<file path="config.mk">
export PLATFORM = sky130hd
export DESIGN_NAME = memCtrl
export DESIGN_NICKNAME = d
export VERILOG_FILES = /design/src/rtl/memPkg.sv /design/src/rtl/byteSequencer.sv /design/src/rtl/memArbiter.sv /design/src/rtl/memCtrl.sv /design/src/rtl/wordAssembler.sv
export SDC_FILE = /design/constraint.sdc
export NUM_CORES = 1
export LEC_CHECK = 0
export ABC_CLOCK_PERIOD_IN_PS = 7700
export BUFFER_PORTS_ARGS = -buffer_cell sky130_fd_sc_hd__buf_2
export CELL_PAD_IN_SITES_DETAIL_PLACEMENT = 0
export CELL_PAD_IN_SITES_GLOBAL_PLACEMENT = 1
export CORE_MARGIN = 2
export CORE_UTILIZATION = 39
export CTS_CLUSTER_DIAMETER = 80
export DETAILED_ROUTE_END_ITERATION = 6
export GPL_TIMING_DRIVEN = 0
export PLACE_DENSITY = 0.92
export SLEW_MARGIN = 20
export SYNTH_ARGS = -nofsm -noshare
export SYNTH_HDL_FRONTEND = slang
export SYNTH_SLANG_ARGS = --single-unit
</file>
<file path="constraint.sdc">
create_clock -name clk -period 7.7 [get_ports clk]
set_input_delay 0.77 -clock clk [delete_from_list [all_inputs] [get_ports clk]]
set_output_delay 0.77 -clock clk [all_outputs]
set_load 0.02 [all_outputs]
</file>
<file path="src/rtl/memPkg.sv">
package memPkg;

    // address and data path widths
    localparam int addrWidth = 32;
    localparam int wordWidth = 32;
    localparam int byteWidth = 8;

    // bytes per word and the lane index width
    localparam int laneCount = wordWidth / byteWidth;
    localparam int laneBits = $clog2(laneCount);

    // data length field, legal values 1, 2 and 4
    localparam int lenWidth = 3;

    // byte counter, must reach fetchLen
    localparam int stageWidth = 3;

    // instruction fetch always moves a full word
    localparam logic [lenWidth-1:0] fetchLen = 3'd4;

    // owner of the RAM
    localparam int ownerWidth = 2;
    localparam logic [ownerWidth-1:0] ownerNone = 2'd0;
    localparam logic [ownerWidth-1:0] ownerData = 2'd1;
    localparam logic [ownerWidth-1:0] ownerFetch = 2'd2;

    // one word seen either whole or as little-endian byte lanes
    // lane 0 is the least significant byte
    typedef union packed {
        logic [wordWidth-1:0] word;
        logic [laneCount-1:0][byteWidth-1:0] lanes;
    } byteLanes;

endpackage

</file>
<file path="src/rtl/byteSequencer.sv">
module byteSequencer
    import memPkg::*;
(
    input  logic                  clk,
    input  logic                  rst,
    input  logic                  rdy,
    input  logic                  ioBufferFull,

    input  logic                  grantValid,
    input  logic                  grantStore,
    input  logic [lenWidth-1:0]   grantLen,
    input  logic [addrWidth-1:0]  grantAddr,
    input  logic [wordWidth-1:0]  grantWdata,

    output logic [addrWidth-1:0]  memAddr,
    output logic                  memWrite,
    output logic [byteWidth-1:0]  memDout,

    output logic                  readStrobe,
    output logic [laneBits-1:0]   readLane,
    output logic                  accessEnd
);

    logic                  stall;
    logic [stageWidth-1:0] stage;
    logic [stageWidth-1:0] lastStage;
    logic [stageWidth-1:0] addrStage;
    logic                  holdRead;

    assign stall = !rdy || ioBufferFull;

    // a store ends on its last write, a read one cycle after its last address
    assign lastStage = grantStore ? stageWidth'(grantLen) - 1'b1 : stageWidth'(grantLen);

    assign accessEnd = grantValid && !stall && (stage == lastStage);

    always_ff @(posedge clk) begin
        if (rst) begin
            stage <= '0;
        end else if (grantValid && !stall) begin
            if (accessEnd) begin
                stage <= '0;
            end else begin
                stage <= stage + 1'b1;
            end
        end
    end

    // a stalled read reissues the previous address,
    // so memDin still carries the byte owed to the current lane
    assign holdRead = stall && !grantStore && (stage != '0);
    assign addrStage = holdRead ? stage - 1'b1 : stage;

    assign memAddr = grantAddr + addrWidth'(addrStage);

    // no write strobe while frozen
    assign memWrite = grantValid && grantStore && !stall;

    // little-endian byte for this stage
    assign memDout = grantWdata[byteWidth*stage[laneBits-1:0] +: byteWidth];

    // byte issued in the previous stage is on memDin now
    assign readStrobe = grantValid && !grantStore && !stall && (stage != '0);
    assign readLane = laneBits'(stage - 1'b1);

endmodule

</file>
<file path="src/rtl/memArbiter.sv">
module memArbiter
    import memPkg::*;
(
    input  logic                  clk,
    input  logic                  rst,

    input  logic                  fetchEn,
    input  logic [addrWidth-1:0]  fetchAddr,

    input  logic                  dataEn,
    input  logic                  dataStore,
    input  logic [lenWidth-1:0]   dataLen,
    input  logic [addrWidth-1:0]  dataAddr,
    input  logic [wordWidth-1:0]  dataWdata,

    input  logic                  accessEnd,

    output logic                  grantValid,
    output logic [ownerWidth-1:0] grantOwner,
    output logic                  grantStore,
    output logic [lenWidth-1:0]   grantLen,
    output logic [addrWidth-1:0]  grantAddr,
    output logic [wordWidth-1:0]  grantWdata,

    output logic [ownerWidth-1:0] busyOwner
);

    logic startAccess;

    // only pick a new requester while nothing is in flight
    assign startAccess = !grantValid && (dataEn || fetchEn);

    always_ff @(posedge clk) begin
        if (rst) begin
            grantValid <= 1'b0;
            grantOwner <= ownerNone;
        end else if (grantValid) begin
            // locked until the sequencer finishes
            if (accessEnd) begin
                grantValid <= 1'b0;
            end
        end else if (startAccess) begin
            grantValid <= 1'b1;
            // data side wins a tie
            grantOwner <= dataEn ? ownerData : ownerFetch;
        end
    end

    // access description, captured with the grant
    always_ff @(posedge clk) begin
        if (startAccess) begin
            grantStore <= dataEn && dataStore;
            grantLen   <= dataEn ? dataLen : fetchLen;
            grantAddr  <= dataEn ? dataAddr : fetchAddr;
            grantWdata <= dataWdata;
        end
    end

    // core uses this to hold off the other unit
    assign busyOwner = grantValid ? grantOwner : ownerNone;

endmodule

</file>
<file path="src/rtl/memCtrl.sv">
module memCtrl
    import memPkg::*;
(
    input  logic                  clk,
    input  logic                  rst,
    input  logic                  rdy,
    input  logic                  ioBufferFull,

    // byte-wide RAM
    input  logic [byteWidth-1:0]  memDin,
    output logic                  memWrite,
    output logic [addrWidth-1:0]  memAddr,
    output logic [byteWidth-1:0]  memDout,

    output logic [ownerWidth-1:0] busyOwner,

    // instruction fetch
    input  logic                  fetchEn,
    input  logic [addrWidth-1:0]  fetchAddr,
    output logic                  fetchDone,
    output logic [wordWidth-1:0]  fetchInst,

    // data access
    input  logic                  dataEn,
    input  logic                  dataStore,
    input  logic [lenWidth-1:0]   dataLen,
    input  logic [addrWidth-1:0]  dataAddr,
    input  logic [wordWidth-1:0]  dataWdata,
    output logic                  dataDone,
    output logic [wordWidth-1:0]  dataRdata
);

    logic                  grantValid;
    logic [ownerWidth-1:0] grantOwner;
    logic                  grantStore;
    logic [lenWidth-1:0]   grantLen;
    logic [addrWidth-1:0]  grantAddr;
    logic [wordWidth-1:0]  grantWdata;

    logic                  readStrobe;
    logic [laneBits-1:0]   readLane;
    logic                  accessEnd;

    memArbiter arbiter (
        .clk        (clk),
        .rst        (rst),
        .fetchEn    (fetchEn),
        .fetchAddr  (fetchAddr),
        .dataEn     (dataEn),
        .dataStore  (dataStore),
        .dataLen    (dataLen),
        .dataAddr   (dataAddr),
        .dataWdata  (dataWdata),
        .accessEnd  (accessEnd),
        .grantValid (grantValid),
        .grantOwner (grantOwner),
        .grantStore (grantStore),
        .grantLen   (grantLen),
        .grantAddr  (grantAddr),
        .grantWdata (grantWdata),
        .busyOwner  (busyOwner)
    );

    byteSequencer sequencer (
        .clk          (clk),
        .rst          (rst),
        .rdy          (rdy),
        .ioBufferFull (ioBufferFull),
        .grantValid   (grantValid),
        .grantStore   (grantStore),
        .grantLen     (grantLen),
        .grantAddr    (grantAddr),
        .grantWdata   (grantWdata),
        .memAddr      (memAddr),
        .memWrite     (memWrite),
        .memDout      (memDout),
        .readStrobe   (readStrobe),
        .readLane     (readLane),
        .accessEnd    (accessEnd)
    );

    wordAssembler assembler (
        .clk        (clk),
        .rst        (rst),
        .memDin     (memDin),
        .readStrobe (readStrobe),
        .readLane   (readLane),
        .accessEnd  (accessEnd),
        .grantOwner (grantOwner),
        .grantStore (grantStore),
        .grantLen   (grantLen),
        .fetchDone  (fetchDone),
        .fetchInst  (fetchInst),
        .dataDone   (dataDone),
        .dataRdata  (dataRdata)
    );

endmodule

</file>
<file path="src/rtl/wordAssembler.sv">
module wordAssembler
    import memPkg::*;
(
    input  logic                  clk,
    input  logic                  rst,

    input  logic [byteWidth-1:0]  memDin,
    input  logic                  readStrobe,
    input  logic [laneBits-1:0]   readLane,
    input  logic                  accessEnd,

    input  logic [ownerWidth-1:0] grantOwner,
    input  logic                  grantStore,
    input  logic [lenWidth-1:0]   grantLen,

    output logic                  fetchDone,
    output logic [wordWidth-1:0]  fetchInst,
    output logic                  dataDone,
    output logic [wordWidth-1:0]  dataRdata
);

    byteLanes captured;
    byteLanes merged;
    logic [wordWidth-1:0] loadWord;

    // lanes start from zero for every access
    always_ff @(posedge clk) begin
        if (rst || accessEnd) begin
            captured.word <= '0;
        end else if (readStrobe) begin
            captured.lanes[readLane] <= memDin;
        end
    end

    // last byte is still on memDin in the end cycle
    always_comb begin
        merged = captured;
        if (readStrobe) begin
            merged.lanes[readLane] = memDin;
        end
    end

    // zero extension, sign is the core's business
    always_comb begin
        loadWord = '0;
        case (grantLen)
            3'd1: begin
                loadWord[byteWidth-1:0] = merged.lanes[0];
            end
            3'd2: begin
                loadWord[2*byteWidth-1:0] = {merged.lanes[1], merged.lanes[0]};
            end
            default: begin
                loadWord = merged.word;
            end
        endcase
    end

    assign fetchDone = accessEnd && (grantOwner == ownerFetch);
    assign dataDone  = accessEnd && (grantOwner == ownerData);

    assign fetchInst = merged.word;
    // nothing to return for a store
    assign dataRdata = grantStore ? '0 : loadWord;

endmodule

</file>
# ---- Word level (Yosys, flattened, before mapping)
# Cells that the tools add are included.
dict set report classes {
  n_addsub 4
  mul 0
  div 0
  n_lt_le_gt_ge 2
  eq_ne 5
  n_shift 1
  mux 16
  bitwise_logic 1
  reduce_logical 24
}
# operator n
set ops {}
lappend ops {{two-way mux 32 bit} 3}
lappend ops {{adder 32 x 3 -> 32 bit} 1}
lappend ops {{bitwise mux 32 bit} 1}
lappend ops {{variable part select 32 x 6 -> 8 bit} 1}
lappend ops {{demux 8 bit (select 2 bit)} 1}
lappend ops {{two-way mux 16 bit} 1}
lappend ops {{two-way mux 8 bit} 2}
lappend ops {{logical AND 1 bit} 14}
lappend ops {{two-way mux 3 bit} 3}
lappend ops {{subtractor 3 x 1 -> 3 bit, second input constant} 2}
lappend ops {{logical NOT 1 bit} 4}
lappend ops {{two-way mux 2 bit} 2}
lappend ops {{adder 3 x 1 -> 3 bit, second input constant} 1}
lappend ops {{equality test 3 x 1 -> 1 bit, second input constant} 1}
lappend ops {{equality test 3 x 2 -> 1 bit, second input constant} 1}
lappend ops {{equality test 3 bit} 1}
lappend ops {{logical OR 1 bit} 3}
lappend ops {{< comparator 2 x 3 -> 1 bit, second input constant} 1}
lappend ops {{two-way mux 1 bit} 3}
lappend ops {{nonzero test 3 bit} 1}
lappend ops {{equality test 2 x 1 -> 1 bit, second input constant} 1}
lappend ops {{equality test 2 bit, second input constant} 1}
lappend ops {{>= comparator 2 x 1 -> 1 bit, second input constant} 1}
lappend ops {{AND reduction 2 bit} 1}
lappend ops {{other kinds (2)} 2}
dict set report totals {
  reg_bits 106
  latchBits 0
  ramBits 0
  rom_bits 0
  inputBits 114
  out_inout_bits 109
  wordCells 61
  memories 0
}

# ---- Longest topological paths before layout
# Gate-level depths: netlist of the first run.
dict set report logic_depth {
  word_depth 9
  depth_mapped 14
  depth_no_buf 13
}

# ---- Modules after synthesis
# A second synthesis of the first run with hierarchy kept.
dict set report unflattened {
  cells_unflattened 463
  area_unflattened_um2 5464.0
}
# module n_inst cells_each area_per_inst_um2 seq_area_each_um2
set by_module_without_submodules {}
lappend by_module_without_submodules {memArbiter 1 123 2622.5 2102.0}
lappend by_module_without_submodules {wordAssembler 1 182 1490.2 640.6}
lappend by_module_without_submodules {byteSequencer 1 158 1351.3 60.1}

# ---- Worst setup path after synthesis of the first run
# Ideal clock, no wire load.
dict set report synth_path {
  path_type {register to output}
  start {register sequencer.stage[1]}
  end {output port memAddr[12]}
  arrival_ns 3.329
  required_ns 6.930
  slack_ns 3.601
  path_stages_with_launch 15
  path_buffers 1
  path_cell_list {dfxtp_1 -> clkbuf_1 -> inv_1 -> ha_1 -> a21oi_1 -> nor2b_1 -> xnor2_1 -> ha_1 -> inv_1 -> fa_1 -> nor2b_1 -> o211a_1 -> and2_1 -> nand4_1 -> xnor2_1}
}
dict set report synth_via {
  elab_chain_cells 4
  elab_cells_between_ends 5
  classes_between {add/sub (2); mux (1); reduce/logical (2)}
}
# element line_no
set synth_rtl {}
lappend synth_rtl {{start: declaration} byteSequencer.sv:25} ;# logic [stageWidth-1:0] stage;
lappend synth_rtl {{start signal: assignment} byteSequencer.sv:44} ;# stage <= stage + 1'b1;
lappend synth_rtl {{branches (longest 2 deep; another with subtractor 3 x 1 -> 3 bit)} --}
lappend synth_rtl {{two-way mux 3 bit (*)} byteSequencer.sv:52} ;# assign addrStage = holdRead ? stage - 1'b1 : stage;
lappend synth_rtl {{adder 32 x 3 -> 32 bit (*)} byteSequencer.sv:54} ;# assign memAddr = grantAddr + addrWidth'(addrStage);
lappend synth_rtl {{end: declaration} memCtrl.sv:12} ;# output logic [addrWidth-1:0] memAddr,
# Mark *: on every way between the ends.

# ---- Worst setup path after layout of the first run
dict set report layout_path {
  start {register sequencer.stage[1]}
  end {output port memAddr[18]}
}
# Same word-level chain as after synthesis.

==> results of run 1 <==
worst min path at each step:
stage | cells after the start | startpoint | slack, ns | to
global route | 2 | assembler.captured[5] | 0.57 | assembler.captured[5]
detailed placement | 2 | assembler.captured[26] | 0.52 | assembler.captured[26]
floorplan | 2 | arbiter.grantValid | 0.48 | arbiter.grantValid
finish | 2 | assembler.captured[26] | 0.53 | assembler.captured[26]
global placement | 2 | arbiter.grantOwner[1] | 0.51 | arbiter.grantOwner[1]
CTS | 2 | assembler.captured[26] | 0.54 | assembler.captured[26]
flip-flops by register name, summed over array words and instances, names as in the netlist:
register and count:
arbiter.grantOwner 2, arbiter.grantValid 1, arbiter.grantStore 1, arbiter.grantLen 3, arbiter.grantAddr 32, assembler.captured 32, sequencer.stage 3, arbiter.grantWdata 32
final cells by class:
class | count | share of cell area
sequential | 106 | 0.4071
multi-input combinational | 283 | 0.3155
timing repair buffer | 223 | 0.1654
clock buffer | 10 | 0.03325
tap | 176 | 0.03198
inverter | 46 | 0.02544
buffer | 17 | 0.01545
clock inverter | 6 | 0.005997
metrics by stage:
stage | util | instance area (um^2) | total power [W] | hold slack [ns] | setup WS [ns]
floorplan | - | 5254 | 0.0007892 | 0.4778 | 3.601
global placement | 0.4992 | 6585 | 0.0008626 | 0.5088 | 2.843
detailed placement | 0.5015 | 6615 | 0.0008720 | 0.5221 | 2.797
CTS | 0.5220 | 6885 | 0.001291 | 0.5373 | 2.385
global route | 0.5220 | 6885 | 0.001333 | 0.5672 | 2.000
finish | 0.5220 | 6885 | 0.001279 | 0.5285 | 2.445
logic make-up (layout without fill, tap and decap cells):
kind of cell	after synthesis	after routing	share of synthesized area
buffers and inverters	63	302	0.05311
xor gates and xnor gates	35	35	0.05835
DFF	106	106	0.5335
muxes	74	74	0.1679
AOI/OAI and AO/OA	20	20	0.02739
and+or+nand+nor	142	142	0.1298
adders and majority gates	12	12	0.03001
per-layer routing:
metal / vias to the layer above / routed length [um]
li1: 2019 / -
met2: 179 / 6411
met5: - / 16
met1: 1837 / 4899
met3: 10 / 1116
met4: 2 / 130
cell usage in the layout, fill, tap and decap left out, types with 10 or more instances in the layout:
master / n
inv_1: 45
buf_2: 226
ha_1: 11
mux2i_1: 33
nand2_1: 13
and3_1: 10
xor2_1: 12
xnor2_1: 23
nor2_1: 80
nand3_1: 11
dfxtp_1: 38
mux2_2: 32
edfxtp_1: 68
critical path, stage by stage (launching register included):
cell and delay, ns:
dfxtp_1 0.40, clkbuf_1 0.54, inv_1 0.21, ha_1 0.24
a21oi_1 0.25, nor2b_1 0.38, xnor2_1 0.20, ha_1 0.21
inv_1 0.05, fa_1 0.40, nor2b_1 0.18, o211a_1 0.25
and2_1 0.28, nand3_1 0.12, xnor2_1 0.22, buf_2 0.21
synth_stat cells:
| master | n | area share |
|---|---|---|
| nor2_1 | 80 | 0.057 |
| edfxtp_1 | 68 | 0.39 |
| inv_1 | 46 | 0.033 |
| dfxtp_1 | 38 | 0.14 |
| mux2i_1 | 33 | 0.063 |
| mux2_2 | 32 | 0.069 |
| xnor2_1 | 23 | 0.038 |
| nand2_1 | 13 | 0.0093 |
| xor2_1 | 12 | 0.020 |
| ha_1 | 11 | 0.026 |
| nand3_1 | 11 | 0.010 |
| and3_1 | 10 | 0.012 |
| and2_1 | 8 | 0.0095 |
| mux4_2 | 8 | 0.034 |
| a21oi_1 | 5 | 0.0048 |
| clkbuf_1 | 5 | 0.0036 |
| nand4_1 | 5 | 0.0060 |
| a21o_1 | 4 | 0.0057 |
| buf_2 | 4 | 0.0038 |
| buf_4 | 4 | 0.0057 |
| buf_6 | 3 | 0.0064 |
| nor2b_1 | 3 | 0.0036 |
| o21ai_0 | 3 | 0.0029 |
| and4_1 | 2 | 0.0033 |
| nand2b_1 | 2 | 0.0024 |
| nand4_2 | 2 | 0.0048 |
| nor4b_1 | 2 | 0.0033 |
| o211a_1 | 2 | 0.0038 |
| o21a_1 | 2 | 0.0029 |
| buf_1 | 1 | 0.00071 |
| fa_1 | 1 | 0.0038 |
| mux2_1 | 1 | 0.0021 |
| nand3_2 | 1 | 0.0019 |
| nor3_2 | 1 | 0.0019 |
| nor3_4 | 1 | 0.0031 |
| o21ai_4 | 1 | 0.0031 |
| o21bai_1 | 1 | 0.0014 |
| o22ai_1 | 1 | 0.0012 |
| o32ai_1 | 1 | 0.0017 |
| or3_1 | 1 | 0.0012 |
power breakdown:
part / switching [W] / internal [W] / leakage [nW] / total [W]
Sequential: 0.0000203 / 0.000647 / 0.973 / 0.000668
Clock: 0.000202 / 0.000220 / 0.128 / 0.000422
Combinational: 0.000108 / 0.0000817 / 2.25 / 0.000189
==> key figures, run 1 <==
Place
  – Hpwl dp: roughly 10 mm
  – Gpl congestion: 0.7909
  – Dpl cells: between 800 and 900
  – I/O Buffers: 222

Die
  – Initial core utilization: 0.3983
  – Core box area: ~0.013 mm^2
  – Num rows: 42
  – Full die area: 0.01442 mm^2
  – IO Pins: approximately 220
  – Die height: approximately 120 um
  – Die Span X: 120.1 um

Setup path
  – FF-to-FF End: assembler.captured[16]
  – Worst reg2reg setup slack: 5.03 ns
  – Startpoint type of the worst setup path: flop
  – CP endpoint kind: output pin
  – Critical Path Sink: memAddr[18]
  – Reg2reg path depth: 8
  – CP arrival: approximately 4.5 ns
  – Worst Setup SP: sequencer.stage[1]
  – CP Class: reg -> out
  – Critical Path Fanout Max: 10
  – Worst path required time: roughly 7 ns
  – Reg-to-Reg Start: sequencer.stage[1]

STA
  – Setup TNS: 0 ns
  – Actual slew at the worst max-slew pin: 0.6672 ns
  – Final worst path period need: roughly 5.3 ns
  – Fmax: about 190 MHz
  – RSZ-0062 raised after global routing: false
  – Relative slew slack: 0.5552
  – # setup viols final: 0
  – Final Max Tran Viols: 0
  – Fin crit share: 0.6824
  – Worst Skew: just over 0.008 ns
  – Final Hold Fails: 0

CTS
  – CTS buffer count: 9
  – CTS clock-pin slew for the worst setup and hold paths: ~0.07 ns
  – Skew-Pair Late Insertion Delay: ~0.34 ns
  – Post-CTS Resized: 0
  – H-Tree Level Count: 3
  – CTS tree: done
  – CTS Hold Bufs: 0
  – Post-CTS Setup Inserts: 0
  – Clock Path Buffers: 2
  – Clk sinks: 106
  – Root buf cell: clkbuf_16

Synth
  – Post-Syn Instances: 452
  – Synth Cell Area: ~0.0053 mm^2
  – Library cells used by synthesis: 40
  – FF+latch count, synth: roughly 110
  – Syn Area/Cell: roughly 12 um^2
  – Sequential-to-total area share from yosys stat: 0.5335
  – YS warnings: 0
  – Net count after synthesis: between 500 and 600

Finish
  – P&R area growth vs syn: 31.05%
  – # fillers: approximately 1200
  – Share of cells above drive strength 1: 0.4255
  – FF+latch area: around 0.0028 mm^2
  – Antenna cells: 0
  – Post-route insts no fill: slightly below 900
  – Multi-input logic area: 0.002172 mm^2
  – Fin nets: 812

Pwr
  – Pwr Density: approximately 190 mW/mm^2
  – Max VDD drop: about 140 uV
  – Static leakage: between 3 and 4 nW

Outcome
  – Status: finished clean

Detailed routing
  – DR vias/cell: roughly 4.7
  – Post-route ant nets: 0
  – DRC violations left: 0
  – Via count: roughly 4000
  – Final Routed Wirelength: roughly 13 mm
  – WL/cell: approximately 15 um
  – Initial drt markers: around 170
  – Pre-antenna DRT Iters: 4

Global routing
  – Largest net degree at the start of global routing: 64
  – Met1 Usage GRT: 0.1940
  – Vias in the first global route: around 4000
  – First-pass GRT wire length: between 15 and 20 mm
  – Met3 GRT Util: 0.05751
  – Gr usage total: 0.1765
  – Met2 GRT Util: 0.3260
  – Grt total ovfl: 0
  – Initial antenna violation count: 1
  – Busiest grt layer: met2

Worst hold path
  – Worst Hold Class: reg -> reg

Run
  – Max-cap violation count: 0
Note: power is estimated with default switching activity, not from simulation.
==> run 2, diff against run 1 <==
--- a/config.mk
+++ b/config.mk
@@ -5,16 +5,16 @@
 export SDC_FILE = /design/constraint.sdc
 export NUM_CORES = 1
 export LEC_CHECK = 0
-export ABC_CLOCK_PERIOD_IN_PS = 7700
+export ABC_CLOCK_PERIOD_IN_PS = 4850
 export BUFFER_PORTS_ARGS = -buffer_cell sky130_fd_sc_hd__buf_2
 export CELL_PAD_IN_SITES_DETAIL_PLACEMENT = 0
 export CELL_PAD_IN_SITES_GLOBAL_PLACEMENT = 1
 export CORE_MARGIN = 2
-export CORE_UTILIZATION = 39
+export CORE_UTILIZATION = 36
 export CTS_CLUSTER_DIAMETER = 80
 export DETAILED_ROUTE_END_ITERATION = 6
 export GPL_TIMING_DRIVEN = 0
-export PLACE_DENSITY = 0.92
+export PLACE_DENSITY = 0.87
 export SLEW_MARGIN = 20
 export SYNTH_ARGS = -nofsm -noshare
 export SYNTH_HDL_FRONTEND = slang
==> constraint.sdc (replaced) <==
create_clock -name clk -period 4.85 [get_ports clk]
set_input_delay 0.485 -clock clk [delete_from_list [all_inputs] [get_ports clk]]
set_output_delay 0.485 -clock clk [all_outputs]
set_load 0.02 [all_outputs]
==> key figures, run 2 (synthesized netlist as in run 1, its figures left out) <==
CTS
  – Root buf cell: clkbuf_16
  – CTS tree: done
  – CTS clock-pin slew for the worst setup and hold paths: 0.07 ns (about the same)
  – Post-CTS Setup Inserts: 0 (unchanged)
  – H-Tree Level Count: 3 (unchanged)
  – Skew-Pair Late Insertion Delay: 0.35 ns (about the same)
  – Clock Path Buffers: 2 (unchanged)
  – CTS buffer count: 9 (unchanged)
  – Clk sinks: 106 (unchanged)
  – CTS Hold Bufs: 0 (unchanged)

Pwr
  – Max VDD drop: 218.0 uV (+61%)
  – Pwr Density: 309.5 mW/mm^2 (+67%)
  – Static leakage: 3.382 nW (+0.96%)

Detailed routing
  – Top layer in use: met4
  – DR vias/cell: 4.559 (-2.3%)
  – Pre-antenna DRT Iters: 4 (unchanged)
  – Post-route ant nets: 0 (unchanged)
  – Met2 routed WL: 6.489 mm (+1.2%)
  – WL met3: 1.129 mm (+1.2%)
  – M1 WL: 4.913 mm (+0.29%)
  – DRC violations left: 0 (unchanged)
  – Via count: 3989 (-1.4%)
  – Initial drt markers: 143 (-13%)
  – WL/cell: 14.53 um (+0.18%)
  – Final Routed Wirelength: 12.71 mm (+1.1%)

STA
  – Fin crit share: 0.9134
  – Final Worst Setup Slack: 0.4202 ns (-2.025 ns)
  – Setup TNS: 0 ns (unchanged)
  – Final worst path period need: ~4.4 ns
  – # setup viols final: 0 (unchanged)
  – Worst Skew: 0.008183 ns (+0.0001233 ns)
  – Relative slew slack: 0.6489 (+0.09375)
  – RSZ-0062 raised after global routing: false
  – Final Hold Fails: 0 (unchanged)
  – Fmax: 225.7 MHz
  – Fin Hold WS: 0.3053 ns (-0.2232 ns)
  – Final Max Tran Viols: 0 (unchanged)
  – Actual slew at the worst max-slew pin: 0.5255 ns (-0.1417 ns)

Finish
  – Share of cells above drive strength 1: 0.4327 (+0.007236)
  – Most common cell after layout, fill and taps aside: buf_2
  – # fillers: 1299 (+8.9%)
  – Most frequent cells in the layout: buf_2, nor2_1, edfxtp_1
  – Largest registers: arbiter.grantAddr: 32 flops, arbiter.grantWdata: 32 flops, assembler.captured: 32 flops
  – P&R area growth vs syn: 32.48%
  – Final core utilization: 0.4844 (-0.03759)
  – Antenna cells: 0 (unchanged)
  – Fin nets: 812 (unchanged)
  – Final instance area: 0.006960 mm^2 (+1.1%)

Die
  – IO Pins: 223 (unchanged)
  – Initial core utilization: 0.3656 (-0.03267)
  – Full die area: 0.01558 mm^2 (+8.1%)
  – Die Span X: 124.8 um (+3.9%)
  – Core box area: 0.01437 mm^2 (+8.9%)
  – Die height: 124.8 um (+3.9%)
  – Num rows: 44 (+4.8%)

Place
  – Worst Setup Slack post-DPL: 0.3384 ns (-2.458 ns)
  – Hpwl dp: 10.26 mm (+2.2%)
  – I/O Buffers: 222 (unchanged)
  – Placed Area: 0.006625 mm^2 (+0.15%)
  – Gpl congestion: 0.8048 (+1.8%)

Setup path
  – FF-to-FF End: assembler.captured[0]
  – Startpoint type of the worst setup path: flop
  – CP Class: reg -> out
  – Reg-to-Reg Start: sequencer.stage[0]
  – CP Buf/Inv Count: 4 (unchanged)
  – CP arrival: 3.94 ns (-0.54 ns)
  – Worst path required time: 4.37 ns (-2.56 ns)
  – CP max-delay cell: dfxtp_1
  – Worst path cell trace: clkbuf_4 > inv_1 > ha_1 > a21oi_1 > nor2b_4 > xnor2_1 > ha_1 > inv_1 > fa_1 > nor2b_1 > o211a_1 > and2_1 > nand3_1 > xnor2_1 > buf_2
  – Worst reg2reg setup slack: 2.47 ns (-2.56 ns)
  – Crit path max-delay family: simple AND/OR/NAND/NOR gates
  – CP endpoint kind: output pin
  – Reg2reg path depth: 8 (unchanged)
  – Largest stage delay, worst path: 0.39 ns (-0.15 ns)
  – Critical Path Fanout Max: 10 (unchanged)

Global routing
  – Initial antenna violation count: 0 (-1)
  – Largest net degree at the start of global routing: 57 (-11%)
  – Grt total ovfl: 0 (unchanged)
  – Vias in the first global route: 3976 (-0.23%)
  – Gr usage total: 0.1614 (-0.01510)
  – First-pass GRT wire length: 19.69 mm (+0.21%)

Worst hold path
  – Hold Crit Endpoint: arbiter.grantWdata[30]
  – Cell depth of the worst hold path: 1 (-1)
  – Worst hold start: dataWdata[30]
  – Worst Hold Class: in -> reg

Outcome
  – Status: finished clean

Run
  – Max-cap violation count: 0 (unchanged)
-- run 2: how the worst max path moves through the flow --
stage / from / endpoint / slack [ns] / cells after the start
3_3_place_gp: sequencer.stage[1] / memAddr[14] / 0.34 / 15
2_1_floorplan: sequencer.stage[1] / memAddr[12] / 1.04 / 14
5_1_grt: sequencer.stage[0] / memAddr[14] / 0.02 / 15
6_report: sequencer.stage[0] / memAddr[14] / 0.42 / 15
3_5_place_dp: sequencer.stage[1] / memAddr[14] / 0.34 / 15
4_1_cts: sequencer.stage[0] / memAddr[14] / 0.08 / 15
-- run 2: routing by layer --
| layer | vias to the layer above | track usage |
|---|---|---|
| met5 | - | 0 |
| met4 | 0 | 0.05354 |
| met3 | 12 | 0.05069 |
| met2 | 181 | 0.2951 |
| met1 | 1787 | 0.1763 |
| li1 | 2009 | - |
-- run 2: timing repair --
action	CTS	global route
setup endpoints to repair	6	13
gates resized for setup	1	3
endpoints found under the hold margin	0	0
pin swaps	0	0
-- run 2: metrics by stage --
step / total power (W) / std cells
finish: 0.002155 / 875
global route: 0.002239 / 875
CTS: 0.002180 / 875
detailed placement: 0.001386 / 859
global placement: 0.001371 / 858
floorplan: 0.001253 / 452
-- run 2: cell type report --
type | count | area (um^2) | share of cell area
Inverter | 46 | 175.2 | 0.02517
Clock buffer | 9 | 225.2 | 0.03236
Tap cell | 184 | 230.2 | 0.03308
Clock inverter | 7 | 98.84 | 0.01420
Sequential cell | 106 | 2803 | 0.4027
Buffer | 17 | 110.1 | 0.01582
Timing Repair Buffer | 223 | 1139 | 0.1636
Multi-Input combinational cell | 283 | 2180 | 0.3131
-- run 2: power by group --
| group | internal (W) | switching, W | total (W) |
|---|---|---|---|
| clock | 0.000457 | 0.000336 | 0.000793 |
| combinational | 0.000130 | 0.000172 | 0.000302 |
| sequential | 0.00103 | 0.0000322 | 0.00106 |
